`config.mk`:
```
export PLATFORM = sky130hd
export DESIGN_NAME = row_skew
export DESIGN_NICKNAME = d
export VERILOG_FILES = /design/src/source/conv_pkg.sv /design/src/source/row_skew.sv
export SDC_FILE = /design/constraint.sdc
export NUM_CORES = 1
export LEC_CHECK = 0
export ABC_AREA = 1
export CAP_MARGIN = 25
export CORE_ASPECT_RATIO = 1.4
export CORE_MARGIN = 3
export CORE_UTILIZATION = 47
export CTS_CLUSTER_DIAMETER = 200
export DETAILED_ROUTE_END_ITERATION = 8
export DONT_BUFFER_PORTS = 1
export PLACE_DENSITY = 0.58
export SLEW_MARGIN = 30
export SYNTH_ARGS = -nofsm -noshare
export SYNTH_HDL_FRONTEND = slang
export SYNTH_SLANG_ARGS = --single-unit
```
`constraint.sdc`:
```
create_clock -name clk -period 0.9 [get_ports clk]
set_input_delay 0.135 -clock clk [delete_from_list [all_inputs] [get_ports clk]]
set_output_delay 0.135 -clock clk [all_outputs]
set_load 0.02 [all_outputs]
```
`src/source/conv_pkg.sv`:
```
package conv_pkg;

  // kernel geometry
  parameter int KSIZE    = 5;               // kernel edge, one row stream per kernel row
  parameter int NUM_TAPS = KSIZE * KSIZE;   // one mac tap per coefficient

  // datapath widths
  parameter int PIX_W   = 8;                // unsigned grey level
  parameter int COEFF_W = 18;               // signed, 16 fraction bits
  parameter int ACC_W   = 48;               // cascade sum, wide enough for 25 products

  // output pixel is sum[OUT_LSB +: PIX_W], truncated, no rounding
  parameter int OUT_LSB = 16;

  // register bus widths
  parameter int APB_AW = 8;                 // 64 words of address space
  parameter int APB_DW = 32;

  // scalar types
  typedef logic [PIX_W-1:0]          pixel_t;   // unsigned pixel
  typedef logic signed [COEFF_W-1:0] coeff_t;   // filter weight, 2.16 fixed point
  typedef logic signed [ACC_W-1:0]   acc_t;     // cascade sum between taps

  // apb request, driven by the bus master
  typedef struct packed {
    logic              psel;      // slave selected, setup and access phase
    logic              penable;   // high in the access phase only
    logic              pwrite;    // 1 write, 0 read
    logic [APB_AW-1:0] paddr;     // byte address, word aligned
    logic [APB_DW-1:0] pwdata;    // write data, low COEFF_W bits used
  } apb_req_t;

  // apb response, driven by the coefficient bank
  typedef struct packed {
    logic [APB_DW-1:0] prdata;    // read data, sign extended coefficient
    logic              pready;    // no wait states
    logic              pslverr;   // word index out of range
  } apb_rsp_t;

endpackage

```
`src/source/row_skew.sv`:
```
`timescale 1ns/1ps

module row_skew #(
  parameter int KSIZE = conv_pkg::KSIZE       // rows, also the delay step per row
) (
  input  logic                              clk,
  input  logic                              rst,
  input  conv_pkg::pixel_t [KSIZE-1:0]      pix_in,    // row 0 is element 0
  output conv_pkg::pixel_t [KSIZE-1:0]      pix_skew   // row r delayed by KSIZE*r
);

  import conv_pkg::*;

  // row 0 needs no alignment
  assign pix_skew[0] = pix_in[0];

  // rows 1 and up, one shift register each
  // the tap cascade adds one cycle per tap, so a row further down the
  // kernel has to wait one full kernel width longer per row index
  for (genvar r = 1; r < KSIZE; r++) begin : gen_row
    localparam int DEPTH = KSIZE * r;           // 5, 10, 15, 20 for a 5x5 kernel

    pixel_t [DEPTH-1:0] sr;                     // stage 0 takes the new pixel

    always_ff @(posedge clk) begin
      if (rst) begin
        sr <= '0;                               // history starts black
      end else begin
        sr <= {sr[DEPTH-2:0], pix_in[r]};       // shift towards the top stage
      end
    end

    assign pix_skew[r] = sr[DEPTH-1];           // oldest stage feeds the taps
  end

endmodule

```
==> impl_metrics.tcl <==
set metrics [dict create \
    outcome "finished with violations" \
    violations "negative hold slack, negative setup slack" \
    grt_pass1_vias 5440 \
    die_area_sq_um 27150 \
    antenna_found_initial 0 \
    finClkSkew_ns 0.01381 \
    crit_type "register to output pin" \
    cts_tree "done" \
    routedWlPerCell_um 7.401 \
    synth_area_sq_um 11840 \
    drt_wl_total_um 12000 \
    drtIter0Drc 262 \
    required_ns 0.76 \
    switching_share_pct 18.68 \
    finalSetupViolations 37 \
    synth_cell_types 7 \
    p_leak_nw 5.365 \
    fin_ws_ns -0.1168 \
    clk_pin_slew_worst_paths_ns 0.06 \
    insertion_delay_ns 0.51 \
    max_freq_mhz 983.4 \
    rows 68 \
    critPathCapture "pix_skew[20]" \
    area_growth_pct 11.11 \
    cts_buffers 38 \
    ys_ff_latch 400 \
    wl_met3_um 643 \
    internal-power_w 0.02694 \
    path_max_fanout 1 \
    post-route-period-util_pct 113.0 \
    peakVddDrop_mv 1.794 \
    hold_slack_ns -0.3048 \
    startpoint_type "register" \
    ys_warn_count 0 \
    routabilityCongestion 0.6897 \
    boundaryPins 82 \
    ant_nets 0 \
    gr-usage-all-layers_pct 9.239 \
    final.setup.tns_ns -3.454 \
    wl_met2_um 5268 \
    hold_path.class "input pin to register" \
    first_pass_iters 4 \
    cts.path.max_buffers 3 \
    die_h_um 193.8 \
    final_core_util_pct 53.12 \
    r2r_end "pix_skew[32]$_SDFF_PP0_" \
    r2r-start "gen_row[4].sr[144]$_SDFF_PP0_" \
    topRoutingLayerUsed "met4" \
    grt_setup_unrepaired "true" \
    hold_viol 386 \
    critPathLaunch "pix_skew[20]$_SDFF_PP0_" \
    start_util_pct 47.81 \
    min_period_ns 1.017 \
    max_slew_margin_pct 71.47 \
    core_area_sq_um 24760 \
    hold_depth 1 \
    maxCapViolations 0 \
    clkPwrFrac_pct 45.0 \
    die_x_um 140.1 \
    total_power_w 0.03312 \
    p_seq_share_pct 54.0 \
    crit_cells 0 \
    comb_power_share_pct 1.0 \
    rrSetupSlack_ns 0.37 \
    grt_overflow 0 \
    netlist_instances 1285 \
    ctsRootBufferMaster "clkbuf_16" \
    htreeDepth 2 \
    drc 0 \
    vias 6084 \
    dp.final_hpwl_um 5509 \
    syn-mean-instance-area_sq_um 9.211 \
    nets 1323 \
    worstSetupEndpointType "output pin" \
    r2r_cells 2 \
    power.switching_w 0.006187 \
    drive_above_1_share_pct 7.116 \
    grt_max_degree 401 \
    cts_setup_buffers 0 \
    wl_met1_um 5613 \
    worst_pin_slew_ns 0.4280 \
    clkSinkCount 400 \
    yosysSeqAreaShare_pct 67.65 \
    via_per_inst 3.751 \
    timing.final.max_slew_violations 0 \
    power_density_nw_per_um2 2519 \
    num_antenna_cells 0 \
    port_buffers 0 \
    grt_first_pass_wirelength_um 22070 \
    critPathArrivalTime_ns 0.88 \
    syn_nets 1327 \
]
[placed cells by master (no fill, tap or decap)]
master,count
bufinv_16,2
clkbuf_1,15
clkbuf_16,39
clkbuf_8,4
clkinv_2,5
dfxtp_1,368
dfxtp_4,32
dlygate4sd3_1,37
dlymetal6s4s_1,4
inv_1,400
inv_6,1
nor2_1,390
nor2_2,10
[per-layer routing]
metal / vias up / track usage, %
met4: 0 / 4.596
met5: - / 0
li1: 3399 / -
met1: 2559 / 10.34
met2: 89 / 15.79
met3: 37 / 2.911
[what timing repair did]
item	4_1_cts	5_1_grt
gates resized for setup	64	4
endpoints found under the hold margin	400	387
pin swaps	0	0
endpoints found under the setup margin	32	55
hold buffers	59	1
[power groups by stage]
stage          clock [W]  sequential [W]  combinational (W)
2_1_floorplan          0          0.0184           0.000648
3_3_place_gp           0          0.0184           0.000197
3_5_place_dp           0          0.0184           0.000205
4_1_cts           0.0155          0.0179           0.000399
5_1_grt           0.0162          0.0179           0.000412
6_report          0.0149          0.0179           0.000341
[metrics by stage]
stage          hold WS [ns]  setup WS (ns)  std cells  cell area (sq um)
6_report            -0.3048        -0.1168       1622              13150
5_1_grt             -0.3309        -0.1540       1622              13150
4_1_cts             -0.3109        -0.1499       1640              13320
3_5_place_dp         0.2416         0.3368       1515              11430
3_3_place_gp         0.2426         0.3579       1515              11430
2_1_floorplan        0.2420         0.1483       1285              11840
[kinds of logic (layout without fill, tap and decap cells)]
kind of cell,after synthesis,in the layout,synth area share [%]
buffers and inverters,485,507,19.45
flip-flops,400,400,67.65
AND/OR/NAND/NOR,400,400,12.90
[final cells by class]
| cell class | count | area (sq um) |
|---|---|---|
| inverters | 400 | 1501 |
| fillers | 2230 | 11610 |
| clock buffers | 58 | 1087 |
| multi-input cells | 400 | 1526 |
| clock inverters | 8 | 93.84 |
| flip-flops and latches | 400 | 8128 |
| repair buffers | 41 | 420.4 |
| well taps | 315 | 394.1 |
[synth_stat cells, drive strengths merged]
master,count,share of area (%)
dfxtp,400,68
buf,85,6.8
inv,400,13
nor2,400,13
[how the worst min path moves through the flow]
stage	start	endpoint	slack, ns
4_1_cts	rst	pix_skew[19]$_SDFF_PP0_	-0.31
3_3_place_gp	pix_in[29]	gen_row[3].sr[5]$_SDFF_PP0_	0.24
6_report	rst	pix_skew[18]$_SDFF_PP0_	-0.30
2_1_floorplan	pix_in[8]	gen_row[1].sr[0]$_SDFF_PP0_	0.24
3_5_place_dp	rst	pix_skew[36]$_SDFF_PP0_	0.24
5_1_grt	rst	pix_skew[19]$_SDFF_PP0_	-0.33
[state kept, by name, summed over array words and instances (netlist names)]
signal and count:
gen_row.sr 368, pix_skew 32
No activity file was read; power rests on OpenSTA's default activity.
