## src/source/conv_pkg.sv

```systemverilog
package conv_pkg;

  // kernel geometry
  parameter int KSIZE    = 5;               // kernel edge, one row stream per kernel row
  parameter int NUM_TAPS = KSIZE * KSIZE;   // one mac tap per coefficient

  // datapath widths
  parameter int PIX_W   = 8;                // unsigned grey level
  parameter int COEFF_W = 18;               // signed, 16 fraction bits
  parameter int ACC_W   = 48;               // cascade sum, wide enough for 25 products

  // output pixel is sum[OUT_LSB +: PIX_W], truncated, no rounding
  parameter int OUT_LSB = 16;

  // register bus widths
  parameter int APB_AW = 8;                 // 64 words of address space
  parameter int APB_DW = 32;

  // scalar types
  typedef logic [PIX_W-1:0]          pixel_t;   // unsigned pixel
  typedef logic signed [COEFF_W-1:0] coeff_t;   // filter weight, 2.16 fixed point
  typedef logic signed [ACC_W-1:0]   acc_t;     // cascade sum between taps

  // apb request, driven by the bus master
  typedef struct packed {
    logic              psel;      // slave selected, setup and access phase
    logic              penable;   // high in the access phase only
    logic              pwrite;    // 1 write, 0 read
    logic [APB_AW-1:0] paddr;     // byte address, word aligned
    logic [APB_DW-1:0] pwdata;    // write data, low COEFF_W bits used
  } apb_req_t;

  // apb response, driven by the coefficient bank
  typedef struct packed {
    logic [APB_DW-1:0] prdata;    // read data, sign extended coefficient
    logic              pready;    // no wait states
    logic              pslverr;   // word index out of range
  } apb_rsp_t;

endpackage

```

## src/source/mac_tap.sv

```systemverilog
`timescale 1ns/1ps

module mac_tap #(
  parameter bit FIRST_TAP = 1'b0       // head of the cascade, pcin ignored
) (
  input  logic               clk,
  input  logic               rst,
  input  conv_pkg::pixel_t   pix,      // skewed pixel for this kernel row
  input  conv_pkg::coeff_t   coeff,    // weight of this tap
  input  conv_pkg::acc_t     pcin,     // sum from the previous tap
  output conv_pkg::acc_t     pcout     // sum towards the next tap
);

  import conv_pkg::*;

  localparam int PROD_W = PIX_W + 1 + COEFF_W;   // signed pixel times signed weight

  logic signed [PIX_W:0]    a_q;       // input stage, pixel with a zero sign bit
  coeff_t                   b_q;       // input stage, coefficient
  logic signed [PROD_W-1:0] m_q;       // product stage
  acc_t                     m_ext;     // product widened to the cascade width
  acc_t                     p_next;    // next cascade sum

  // signed assignment, so the product is sign extended
  assign m_ext = m_q;

  // cascade adder
  // the head tap starts a fresh sum for every output pixel
  always_comb begin
    if (FIRST_TAP) begin
      p_next = m_ext;
    end else begin
      p_next = pcin + m_ext;           // wraps silently, the sum never gets that big
    end
  end

  // three register stages, like a dsp slice with areg, mreg and preg set
  always_ff @(posedge clk) begin
    if (rst) begin
      a_q   <= '0;
      b_q   <= '0;
      m_q   <= '0;
      pcout <= '0;
    end else begin
      a_q   <= {1'b0, pix};            // pixels are unsigned
      b_q   <= coeff;
      m_q   <= a_q * b_q;              // both operands signed
      pcout <= p_next;                 // pcin is one cycle older than m_q
    end
  end

endmodule

```

## config.mk

```make
export PLATFORM = sky130hd
export DESIGN_NAME = mac_tap
export DESIGN_NICKNAME = d
export VERILOG_FILES = /design/src/source/conv_pkg.sv /design/src/source/mac_tap.sv
export SDC_FILE = /design/constraint.sdc
export NUM_CORES = 1
export LEC_CHECK = 0
export ABC_AREA = 1
export BUFFER_PORTS_ARGS = -buffer_cell sky130_fd_sc_hd__buf_2
export CORE_ASPECT_RATIO = 1.2
export CORE_MARGIN = 8
export CORE_UTILIZATION = 25
export DETAILED_ROUTE_END_ITERATION = 10
export GPL_TIMING_DRIVEN = 0
export SLEW_MARGIN = 0
export SYNTH_ARGS = -nofsm -noshare
export SYNTH_HDL_FRONTEND = slang
export SYNTH_SLANG_ARGS = --single-unit
```

## constraint.sdc

```tcl
create_clock -name clk -period 12.3 [get_ports clk]
set_input_delay 0.615 -clock clk [delete_from_list [all_inputs] [get_ports clk]]
set_output_delay 0.615 -clock clk [all_outputs]
set_load 0.05 [all_outputs]
```

==> reports/qor.yml <==
yosys:
  synthCells: 1968
  synth-seq-cells: 101
  synthAdderAreaFrac_pct: 28.8
  synth_top_family_by_area: "simple AND/OR/NAND/NOR gates"
  synth-xor-area-share_pct: 0.424
  yosys.area_share.simple_pct: 30.2
  synth-compound-area-share_pct: 6.45
  ys_seq_area_share_pct: 16.3
  syn-cell-area_mm2: 0.0124
  synth_fp_nets: 2260
  synth_cell_types: 33
  avgSynthCellArea_um2: 6.29
  ys_warn_count: 0
  muxShareOfSynthArea_pct: 0
place:
  place_inst: 2727
  io_buffers: 122
  place_area_mm2: 0.0138
  hpwl_mm: 31.8
  gp_congestion: 0.908
critical_path:
  slowest_stage: "fa_1"
  required_ns: 12.57
  critPathMostFrequentCell: "nand2_1"
  timing.rr.end: "m_q[26]"
  end_kind: "register"
  critical_path.cell_chain: "clkbuf_1, clkbuf_1, nand2_1, fa_1, inv_1, fa_1, fa_1, inv_1, fa_1, inv_1, ha_1, nand2_1, o21ai_0, nand2_1, nand2_1, nand2_1, nand3_1, nand2_1, nand2_1, nor2_1"
  rr_worst_depth: 20
  cp_slowest_stage_delay_ns: 0.55
  critical_path.startpoint: "a_q[1]"
  start_kind: "register"
  worst-endpoint-arrival_ns: 5.49
  critPathCapture: "m_q[26]"
  r2r_start: "a_q[1]"
  cp_max_fo: 10
  path_class: "register to register"
  worst-r2r-setup-slack_ns: 7.08
grt:
  grt_overflow: 0
  grtUsageTotal_pct: 13.2
  antenna_found_initial: 1
  grt_pass1_wl_mm: 59.0
  grt_max_degree: 23
  grt_pass1_vias: 11300
sta:
  worst_slew_pin_slew_ns: 0.949
  fin_tns_setup_ns: 0
  timing.slew.headroom_pct: 36.6
  fmax_ghz: 0.192
  period_needed_ns: 5.22
  setup_viol: 0
  finalCritPeriodShare_pct: 42.5
  rsz0062_at_grt: "no"
  finalMaxSlewViolations: 0
  fin_skew_ns: 0.0123
  finalHoldViolations: 0
clock_tree:
  clk_latency_ns: 0.37
  ctsHtreeMaxLevel: 3
  clk_path_buf_depth: 2
  clkTransAtPathRegs_ns: 0.08
  cts_buffers: 9
  root_buffer: "clkbuf_16"
  cts_tree: "yes"
  cts_sinks: 101
  holdBufCountCts: 0
  post_cts_buffers: 0
  cts_resized: 0
power:
  power_leakage_nw: 8.60
  power_density_mw_per_mm2: 110
  peakVddDrop_uv: 61.3
run_status:
  outcome: "completed"
cells_and_area:
  area_growth_syn_to_layout_pct: 14.0
  final_common_cell: "nand2_1"
  design_area_mm2: 0.0141
  final_cell_mix: "nand2_1 (599), inv_1 (537), nor2_1 (166)"
  utilization_pct: 28.8
  layout.cells.non_filler: 2743
  drive_gt1_share_pct: 9.93
  fillerInstances: 5554
  final_nets: 2393
floorplanning:
  num_rows: 89
  ios: 124
  dieHeight_um: 260
  core_area_mm2: 0.0490
  start_util_pct: 25.3
  die-area_mm2: 0.0569
  die_w_um: 219
detailed_routing:
  post_drt_wl_per_cell_um: 13.5
  vias: 11400
  drc_errors: 0
  avgViaCountPerCell: 4.15
  firstDrtPassIters: 5
  drt_wl_total_mm: 37.1
  drtIter0Drc: 718
  antenna_left: 0
min_path:
  holdPathStages: 3
  min_path_type: "primary input to register"
job:
  drv_cap: 0
worst max-delay path: cells and delay by family (launching register included):
family                     cells  cell delay [ns]
adders and majority gates      5             2.48
AOI/OAI and AO/OA              1             0.31
buffers and inverters          5             1.16
DFF                            1             0.31
and+or+nand+nor                9             0.84
where the power goes:
group | internal (mW) | switching (mW) | leakage (nW)
registers | 0.381 | 0.0239 | 0.840
logic | 0.238 | 0.581 | 7.60
clock network | 0.184 | 0.151 | 0.159
flip-flops by register name, indices dropped and copies added (netlist names):
| register | cells |
|---|---|
| pcout | 48 |
| m_q | 27 |
| b_q | 18 |
| a_q | 8 |
cell families (layout without fill, tap and decap cells):
| logic type | after synthesis | count (layout) |
|---|---|---|
| AND/OR/NAND/NOR | 907 | 907 |
| AO/OA/AOI/OAI | 152 | 152 |
| flip-flops | 101 | 101 |
| other | 0 | 1 |
| adder cells (fa/ha/maj) | 216 | 216 |
| XOR/XNOR | 6 | 6 |
| buffers and inverters | 586 | 723 |
cell type report:
class,instances,area (um^2),area share (%)
Multi-Input combinational cell,1281,8150,57.8
Inverter,541,2030,14.4
Antenna cell,1,2.50,0.0177
Buffer,45,176,1.25
Clock buffer,10,239,1.69
Timing Repair Buffer,122,611,4.33
Sequential cell,101,2020,14.3
Clock inverter,5,82.6,0.585
Tap cell,637,797,5.65
worst min path at each step:
stage               from  endpoint
2_1_floorplan     m_q[0]  pcout[0]
3_3_place_gp      m_q[0]  pcout[0]
3_5_place_dp      m_q[0]  pcout[0]
4_1_cts        coeff[15]   b_q[15]
5_1_grt         coeff[3]    b_q[3]
6_report          pix[0]    a_q[0]
synth_stat cells (all sizes together):
library cell,number,area share [%]
xor2,1,0.071
o21ai,43,1.8
a31oi,1,0.051
nor3,9,0.44
a21o,4,0.24
nor2,195,6.6
nor4,2,0.10
inv,541,16
nand2,623,19
o211ai,1,0.061
ha,101,10
a21oi,95,3.8
o21a,4,0.24
clkbuf,26,0.79
o21bai,4,0.24
nand3,60,2.7
xnor2,5,0.35
or2,1,0.051
and2,2,0.10
buf,19,0.64
fa,115,19
dfxtp,101,16
nand4,15,0.76
layer usage:
layer	track usage [%]	wire length [um]
met4	4.03	991
met2	23.8	18100
met5	0	0
met1	15.8	16200
met3	2.07	1840
per-stage QoR:
step	hold slack (ns)	total power, mW	setup slack [ns]
2_1_floorplan	0.519	1.01	7.98
3_3_place_gp	0.549	1.23	7.09
3_5_place_dp	0.554	1.24	7.11
4_1_cts	0.421	1.58	7.07
5_1_grt	0.431	1.69	6.75
6_report	0.435	1.56	7.08
Power figures use the tool's default switching activity.
