**src/source/conv_pkg.sv**
```systemverilog
package conv_pkg;

  // kernel geometry
  parameter int KSIZE    = 5;               // kernel edge, one row stream per kernel row
  parameter int NUM_TAPS = KSIZE * KSIZE;   // one mac tap per coefficient

  // datapath widths
  parameter int PIX_W   = 8;                // unsigned grey level
  parameter int COEFF_W = 18;               // signed, 16 fraction bits
  parameter int ACC_W   = 48;               // cascade sum, wide enough for 25 products

  // output pixel is sum[OUT_LSB +: PIX_W], truncated, no rounding
  parameter int OUT_LSB = 16;

  // register bus widths
  parameter int APB_AW = 8;                 // 64 words of address space
  parameter int APB_DW = 32;

  // scalar types
  typedef logic [PIX_W-1:0]          pixel_t;   // unsigned pixel
  typedef logic signed [COEFF_W-1:0] coeff_t;   // filter weight, 2.16 fixed point
  typedef logic signed [ACC_W-1:0]   acc_t;     // cascade sum between taps

  // apb request, driven by the bus master
  typedef struct packed {
    logic              psel;      // slave selected, setup and access phase
    logic              penable;   // high in the access phase only
    logic              pwrite;    // 1 write, 0 read
    logic [APB_AW-1:0] paddr;     // byte address, word aligned
    logic [APB_DW-1:0] pwdata;    // write data, low COEFF_W bits used
  } apb_req_t;

  // apb response, driven by the coefficient bank
  typedef struct packed {
    logic [APB_DW-1:0] prdata;    // read data, sign extended coefficient
    logic              pready;    // no wait states
    logic              pslverr;   // word index out of range
  } apb_rsp_t;

endpackage

```
**src/source/coeff_regs.sv**
```systemverilog
`timescale 1ns/1ps

module coeff_regs #(
  parameter int KSIZE = conv_pkg::KSIZE       // register count is KSIZE squared
) (
  input  logic                                clk,
  input  logic                                rst,
  input  conv_pkg::apb_req_t                  apb_req,
  output conv_pkg::apb_rsp_t                  apb_rsp,
  output conv_pkg::coeff_t [KSIZE*KSIZE-1:0]  coeff     // element i goes to tap i
);

  import conv_pkg::*;

  localparam int NUM_REGS = KSIZE * KSIZE;
  localparam int IDX_W    = APB_AW - 2;        // byte address bits 1:0 dropped
  localparam int EXT_W    = APB_DW - COEFF_W;  // sign bits added on readback

  logic [IDX_W-1:0] word_idx;   // register number from paddr
  logic             access;     // access phase of any transfer
  logic             addr_ok;    // word index inside the bank
  logic             wr_en;      // valid write in the access phase
  coeff_t           rd_coeff;   // addressed coefficient, 0 when out of range

  // address decode
  assign word_idx = apb_req.paddr[APB_AW-1:2];
  assign access   = apb_req.psel & apb_req.penable;
  assign addr_ok  = (word_idx < NUM_REGS);
  assign wr_en    = access & apb_req.pwrite & addr_ok;

  // readback mux
  always_comb begin
    if (addr_ok) begin
      rd_coeff = coeff[word_idx];   // index checked above
    end else begin
      rd_coeff = '0;                // no register behind this word
    end
  end

  // response, purely combinational in the access phase
  always_comb begin
    apb_rsp.pready  = access;                    // single cycle access
    apb_rsp.pslverr = access & ~addr_ok;         // flag word 25 and above
    if (access && !apb_req.pwrite) begin
      apb_rsp.prdata = {{EXT_W{rd_coeff[COEFF_W-1]}}, rd_coeff};  // sign extend
    end else begin
      apb_rsp.prdata = '0;                       // quiet bus outside reads
    end
  end

  // coefficient storage
  // a write lands on the edge that closes the access phase
  always_ff @(posedge clk) begin
    if (rst) begin
      coeff <= '0;                               // all taps start at zero weight
    end else if (wr_en) begin
      coeff[word_idx] <= apb_req.pwdata[COEFF_W-1:0];  // upper data bits ignored
    end
  end

endmodule

```
**config.mk**
```make
export PLATFORM = sky130hd
export DESIGN_NAME = coeff_regs
export DESIGN_NICKNAME = d
export VERILOG_FILES = /design/src/source/conv_pkg.sv /design/src/source/coeff_regs.sv
export SDC_FILE = /design/constraint.sdc
export NUM_CORES = 1
export LEC_CHECK = 0
export ABC_AREA = 1
export BUFFER_PORTS_ARGS = -buffer_cell sky130_fd_sc_hd__buf_4
export CORE_ASPECT_RATIO = 0.5
export CORE_UTILIZATION = 25
export CTS_CLUSTER_DIAMETER = 30
export DETAILED_ROUTE_END_ITERATION = 8
export PLACE_DENSITY_LB_ADDON = 0.15
export SLEW_MARGIN = 10
export SYNTH_ARGS = -nofsm -noshare
export SYNTH_HDL_FRONTEND = slang
export SYNTH_SLANG_ARGS = --single-unit
```
**constraint.sdc**
```tcl
create_clock -name clk -period 2.1 [get_ports clk]
set_input_delay 0.105 -clock clk [delete_from_list [all_inputs] [get_ports clk]]
set_output_delay 0.105 -clock clk [all_outputs]
set_load 0.1 [all_outputs]
```
==> results of run 1 <==
[final cells by class]
class / instances / area, sq um / area share, %
Antenna cell: 5 / 12.51 / 0.03680
Clock buffer: 132 / 2854 / 8.395
Clock inverter: 48 / 611.8 / 1.800
Inverter: 65 / 269.0 / 0.7913
Multi-Input combinational cell: 2948 / 12360 / 36.36
Sequential cell: 450 / 9494 / 27.93
Tap cell: 1170 / 1464 / 4.306
Timing Repair Buffer: 756 / 6930 / 20.39
[metrics by stage]
step	TNS [ns]	setup WS, ns	area [sq um]	util (%)
5_1_grt	-5.580	-0.3400	33990	39.20
3_3_place_gp	-0.8256	-0.06177	28540	32.91
4_1_cts	-4.799	-0.3113	33540	38.67
3_5_place_dp	-1.368	-0.08380	28540	32.91
6_report	-4.168	-0.2844	34000	39.20
2_1_floorplan	-2.716	-0.2594	22740	-
[cell usage in the layout (no fill, tap or decap), drive strengths merged, types with 20 or more instances in the layout]
| master | Yosys | routed |
|---|---|---|
| nand2 | 1851 | 1851 |
| dfxtp | 450 | 450 |
| buf | 163 | 720 |
| a21oi | 28 | 28 |
| inv | 62 | 63 |
| nand3 | 72 | 72 |
| clkbuf | 87 | 133 |
| clkinv | 3 | 29 |
| nand4 | 20 | 20 |
| nor2 | 968 | 968 |
| dlygate4sd3 | 0 | 35 |
[final timing paths]
kind / from / endpoint / cells after the start
worst max-delay path: coeff[71] / apb_rsp[26] / 10
worst min-delay path: rst / coeff[15] / 4
worst max register to register: coeff[437] / coeff[437] / 3
worst min register to register: coeff[216] / coeff[216] / 2
[power groups by stage]
| stage | combinational (mW) | clock, mW | sequential (mW) |
|---|---|---|---|
| floorplan | 0.752 | 0 | 8.78 |
| CTS | 1.63 | 16.5 | 8.54 |
| detailed placement | 1.57 | 0 | 8.72 |
| finish | 1.66 | 16.2 | 8.53 |
| global route | 1.75 | 16.9 | 8.52 |
| global placement | 1.56 | 0 | 8.72 |
[logic make-up after synthesis]
kind of cell           Yosys count
buffers and inverters          315
AO/OA/AOI/OAI                   33
AND/OR/NAND/NOR               2915
flip-flops                     450
[metal layers]
layer  vias up  share of wire, %  wire length, um  global-route usage (%)
met5         -             0.012               13                       0
met4         2               3.8             4219                   8.971
met3       190               5.4             6073                   4.320
met2       715                48            54130                   41.25
met1     11635                43            47820                   30.52
li1      12372                 -                -                       -
[critical path, stage by stage (launching register included)]
cell	delay, ns
dfxtp_2	0.33
nand2_1	0.06
nand2_1	0.05
nand2_1	0.07
nand4_1	0.16
nand3_1	0.16
nand3_2	0.12
nand2_4	0.14
clkinvlp_4	0.14
clkbuf_16	0.20
buf_12	0.17
[timing repair]
item,CTS,global route
buffers inserted,31,19
resized for setup,272,88
hold endpoints to repair,74,0
hold buffers,35,0
pin swaps,45,53
cloned,1,0
setup endpoints to repair,32,32
==> run metrics, run 1 <==
asr flop ratio synth=0%; NumNets Final=4362; Setup WS post-layout=-0.2844 ns; P&R area growth vs syn=54.00%; All-Layer GR Usage=about a quarter; Max-Cap Viols=0; drt wl/cell=between 20 and 25 um; worst slew pin tran=0.5902 ns; top cell type's share of synthesized area=40.81%; largest family of logic cells by synthesized area=simple AND/OR/NAND/NOR gates; Overflow after GRT=0; CORE AREA=0.08672 sq mm; Yosys reg bits=450; net switching power=6.416 mW; post-synthesis simple-gate area fraction=just over 50%; Synth Area in Adders=0%; root buffer cell=clkbuf_16; Synth Area in Compound Gates=0.7651%; die height=roughly 210 um; minimum clock period=2.384 ns; combinational fraction of design power=6.3%; Post-Syn Instances=about 3.7k; Worst setup SP type=flip-flop; Synth area leaders=dfxtp_1 (41%), nand2_1 (31%), nor2_1 (16%); clk_lat worst skew=~0.65 ns; Worst Path Arrival=~2.3 ns; Max Slew Vio Count=0; worst hold path class=input pin to flip-flop; total power=26.44 mW; mux contribution to synthesized area=0%; placer congestion estimate=slightly below 1; Yosys cell types=29; CTS tree=built; TritonCTS Sinks=450; status=finished, violations left; top post-synthesis cells by count=nand2_1 (1849), nor2_1 (941), dfxtp_1 (450); most frequent cell after synthesis=nand2_1; Reg power frac=between 30% and 40%; Std-Cell Rows=76; # fillers=between 9k and 10k; Synth warnings=0; Die Wd=approximately 420 um; syn avg cell area=approximately 6 sq um; H-tree levels=3; ys flop type=dfxtp_1; routed vias=roughly 25k; pwr/cell area=just under 800 mW/mm^2; Max IR drop VDD=between 0.6 and 0.7 mV; crit share post-route=113.5%; number of buffers created by CTS=96; final setup vio count=17; Max Root-Sink Buffers=3; Initial Utilization=about a quarter; Reg clk slew, reported paths=approximately 0.050 ns; worst-path fanout max=7; RSZ-0062 raised after global routing=yes; Largest Register=coeff; Post-Synth XOR/XNOR Area=0%; syn_nets=about 3.8k; Pint=about 20 mW; Largest register FFs=between 400 and 500; clk_skew=0 ns; Post-synth EDFFs=0; Worst slew margin=60.61%; Final Hold Viols=0; dpl cells=5304; worst hold slack=around 0.16 ns; Leak=between 15 and 20 nW; initial antenna violation count=5; share of layout cells above drive strength 1=roughly 33%; vias in the first global route=22.86k; top achievable clock speed=~420 MHz; # IOs=approximately 530; 1st-iter DRT viols=between 2k and 2.5k; first-pass GRT wire length=approximately 160 mm; Buffers on Ports=512; CP required=approximately 2.0 ns; Net Sw Frac=24.27%; largest net degree at the start of global routing=73; CP Class=flip-flop to output pin; Vias/cell=between 4 and 5; drt drc=0; Die ar.=~0.090 sq mm; Clock power frac=between 60% and 70%; r2r setup slk=0.80 ns; sequential share of the synthesized area=between 40% and 50%; area leader, netlist=dfxtp_1; DP HPWL=between 80 and 90 mm; Detailed Route WL=roughly 110 mm; Setup crit end kind=output pin; violated checks=negative setup slack; First-pass DRT Iterations=6; top flop regs=coeff x450; post-route insts no fill=roughly 5.6k; remaining antenna violation count after routing=0; Post-Syn Area=0.02208 sq mm
No activity file was read; power rests on OpenSTA's default activity.
==> run 2, diff against run 1 <==
- CTS_BUF_LIST: default -> sky130_fd_sc_hd__clkbuf_4
==> run 2 against run 1 <==
  * The flow still finishes with violations (negative setup slack)
  * Non-clock buffer count up 81
  * Worst setup slack worse by 0.27 ns
  * Critical path depth increased by 2
  * Sequential share of layout area rose by 0.90 points
  * Design area is 2.6% lower
  * Sequential cell count is the same
  * Maximum frequency is 10% lower
  * Total power fell by 30%
  * Clock power down 49%
  * Die area did not move
==> run metrics, run 2 (synthesis gave the netlist of run 1 again) <==
# IOs=approximately 530; CORE AREA=~0.087 sq mm; Clock power frac=roughly 45%; combinational fraction of design power=roughly a tenth; NumNets Final=approximately 4.5k; H-tree levels=3; first-pass GRT wire length=approximately 160 mm; total power=between 15 and 20 mW; clk_lat worst skew=~0.95 ns; Overflow after GRT=0; Buffers on Ports=a little over 500; top achievable clock speed=around 380 MHz; DP HPWL=slightly above 80 mm; Setup crit end kind=output pin; TNS Setup=-12.16 ns; worst hold slack=about 0.053 ns; Vias/cell=between 4 and 5; Max Slew Vio Count=0; violated checks=negative setup slack; crit share post-route=126.6%; Reg power frac=between 40% and 50%; CTS tree=built; net switching power=approximately 5.3 mW; First-pass DRT Iterations=8; Leak=about 16 nW; most frequent cells in the layout=nand2_1 (1689), nor2_1 (913), buf_4 (680); Worst Path Arrival=between 2 and 3 ns; top flop regs=coeff x450; worst slew pin tran=0.5778 ns; Worst setup SP type=flip-flop; status=finished, violations left; RSZ-0062 raised after global routing=yes; Reg clk slew, reported paths=0.07 ns; All-Layer GR Usage=approximately 24%; Detailed Route WL=between 100 and 150 mm; worst hold path class=input pin to flip-flop; dpl ws=-0.08380 ns; pwr/cell area=559.9 mW/mm^2; met3 wire length=approximately 7 mm; largest net degree at the start of global routing=73; Die Wd=422.3 um; Initial Utilization=25.46%; Max IR drop VDD=0.3203 mV; design area=between 0.03 and 0.04 sq mm; placer congestion estimate=a little under 1; Die ar.=0.08957 sq mm; number of buffers created by CTS=121; TritonCTS Sinks=450; Largest register FFs=450; Max Root-Sink Buffers=3; Largest Register=coeff; Max-Cap Viols=0; vias in the first global route=approximately 23k; Met2 Routed Length=~55 mm; die height=about 210 um; Std-Cell Rows=76; 1st-iter DRT viols=roughly 2.1k; remaining antenna violation count after routing=0; commonest non-fill, non-tap cell in the layout=nand2_1; initial antenna violation count=7; DR top layer=met5; share of layout cells above drive strength 1=between 30 and 40%; CP Class=flip-flop to output pin; drt drc=0; drt wl/cell=approximately 20 um; routed vias=approximately 25k; minimum clock period=roughly 2.7 ns; final setup vio count=32; Final Hold Viols=0; Setup WS post-layout=-0.5576 ns; root buffer cell=clkbuf_4; worst-path fanout max=7; Net Sw Frac=between 20% and 30%; clk_skew=0 ns; CP required=about 2.0 ns; P&R area growth vs syn=49.93%; Placed Area=between 0.02 and 0.03 sq mm; Pint=roughly 13 mW; M1 wire length=47.35 mm; Worst slew margin=around three fifths
-- run 2: critical path, cell delays in order, from the launching register on --
cell and delay (ns):
dfxtp_4 0.36, nand2_4 0.07, nand2_2 0.06, nand2_2 0.07, nand2_1 0.06, nand2_1 0.07, nand2_2 0.08, nor2_4 0.09
nand3_2 0.12, nand2_4 0.14, clkinvlp_4 0.17, buf_16 0.19, buf_16 0.17
-- run 2: power by group through the flow --
stage          Clock (mW)  Combinational [mW]  Sequential, mW
3_5_place_dp            0                1.57            8.72
5_1_grt              8.99                1.81            8.48
6_report             8.33                1.72            8.48
2_1_floorplan           0               0.752            8.78
3_3_place_gp            0                1.56            8.72
4_1_cts              8.56                1.69            8.49
-- run 2: path summary, 6_finish.rpt --
check               from          end  slack [ns]  depth (start not counted)
max           coeff[431]  apb_rsp[26]       -0.56                         12
max reg2reg   coeff[442]   coeff[442]        0.75                          3
min          apb_req[39]   coeff[448]        0.05                         10
min reg2reg   coeff[216]   coeff[216]        0.49                          2
-- run 2: layer usage --
layer | GRT usage, % | vias up
li1 | - | 12604
met4 | 9.295 | 2
met2 | 41.90 | 758
met5 | 0 | -
met3 | 4.506 | 186
met1 | 30.16 | 11765
-- run 2: metrics by stage --
| stage | std cells | util (%) |
|---|---|---|
| after floorplan | 3713 | - |
| after global placement | 5304 | 32.91 |
| after detailed placement | 5304 | 32.91 |
| after CTS | 5659 | 37.58 |
| after global routing | 5693 | 38.17 |
| final | 5693 | 38.17 |
-- run 2: timing repair --
item,4_1_cts,5_1_grt
resized for setup,363,93
gates cloned,1,0
pin swaps,79,72
hold endpoints to repair,450,0
setup buffers,77,28
setup endpoints to repair,32,35
hold buffers,61,0
-- run 2: final cells by class --
cell class                      count  area (sq um)
Sequential cell                   450          9540
Clock inverter                     23         123.9
Timing Repair Buffer              837          7626
Fill cell                        9375         53620
Clock buffer                      194          1456
Antenna cell                        6         15.01
Tap cell                         1170          1464
Inverter                           65         266.5
Multi-Input combinational cell   2948         12610
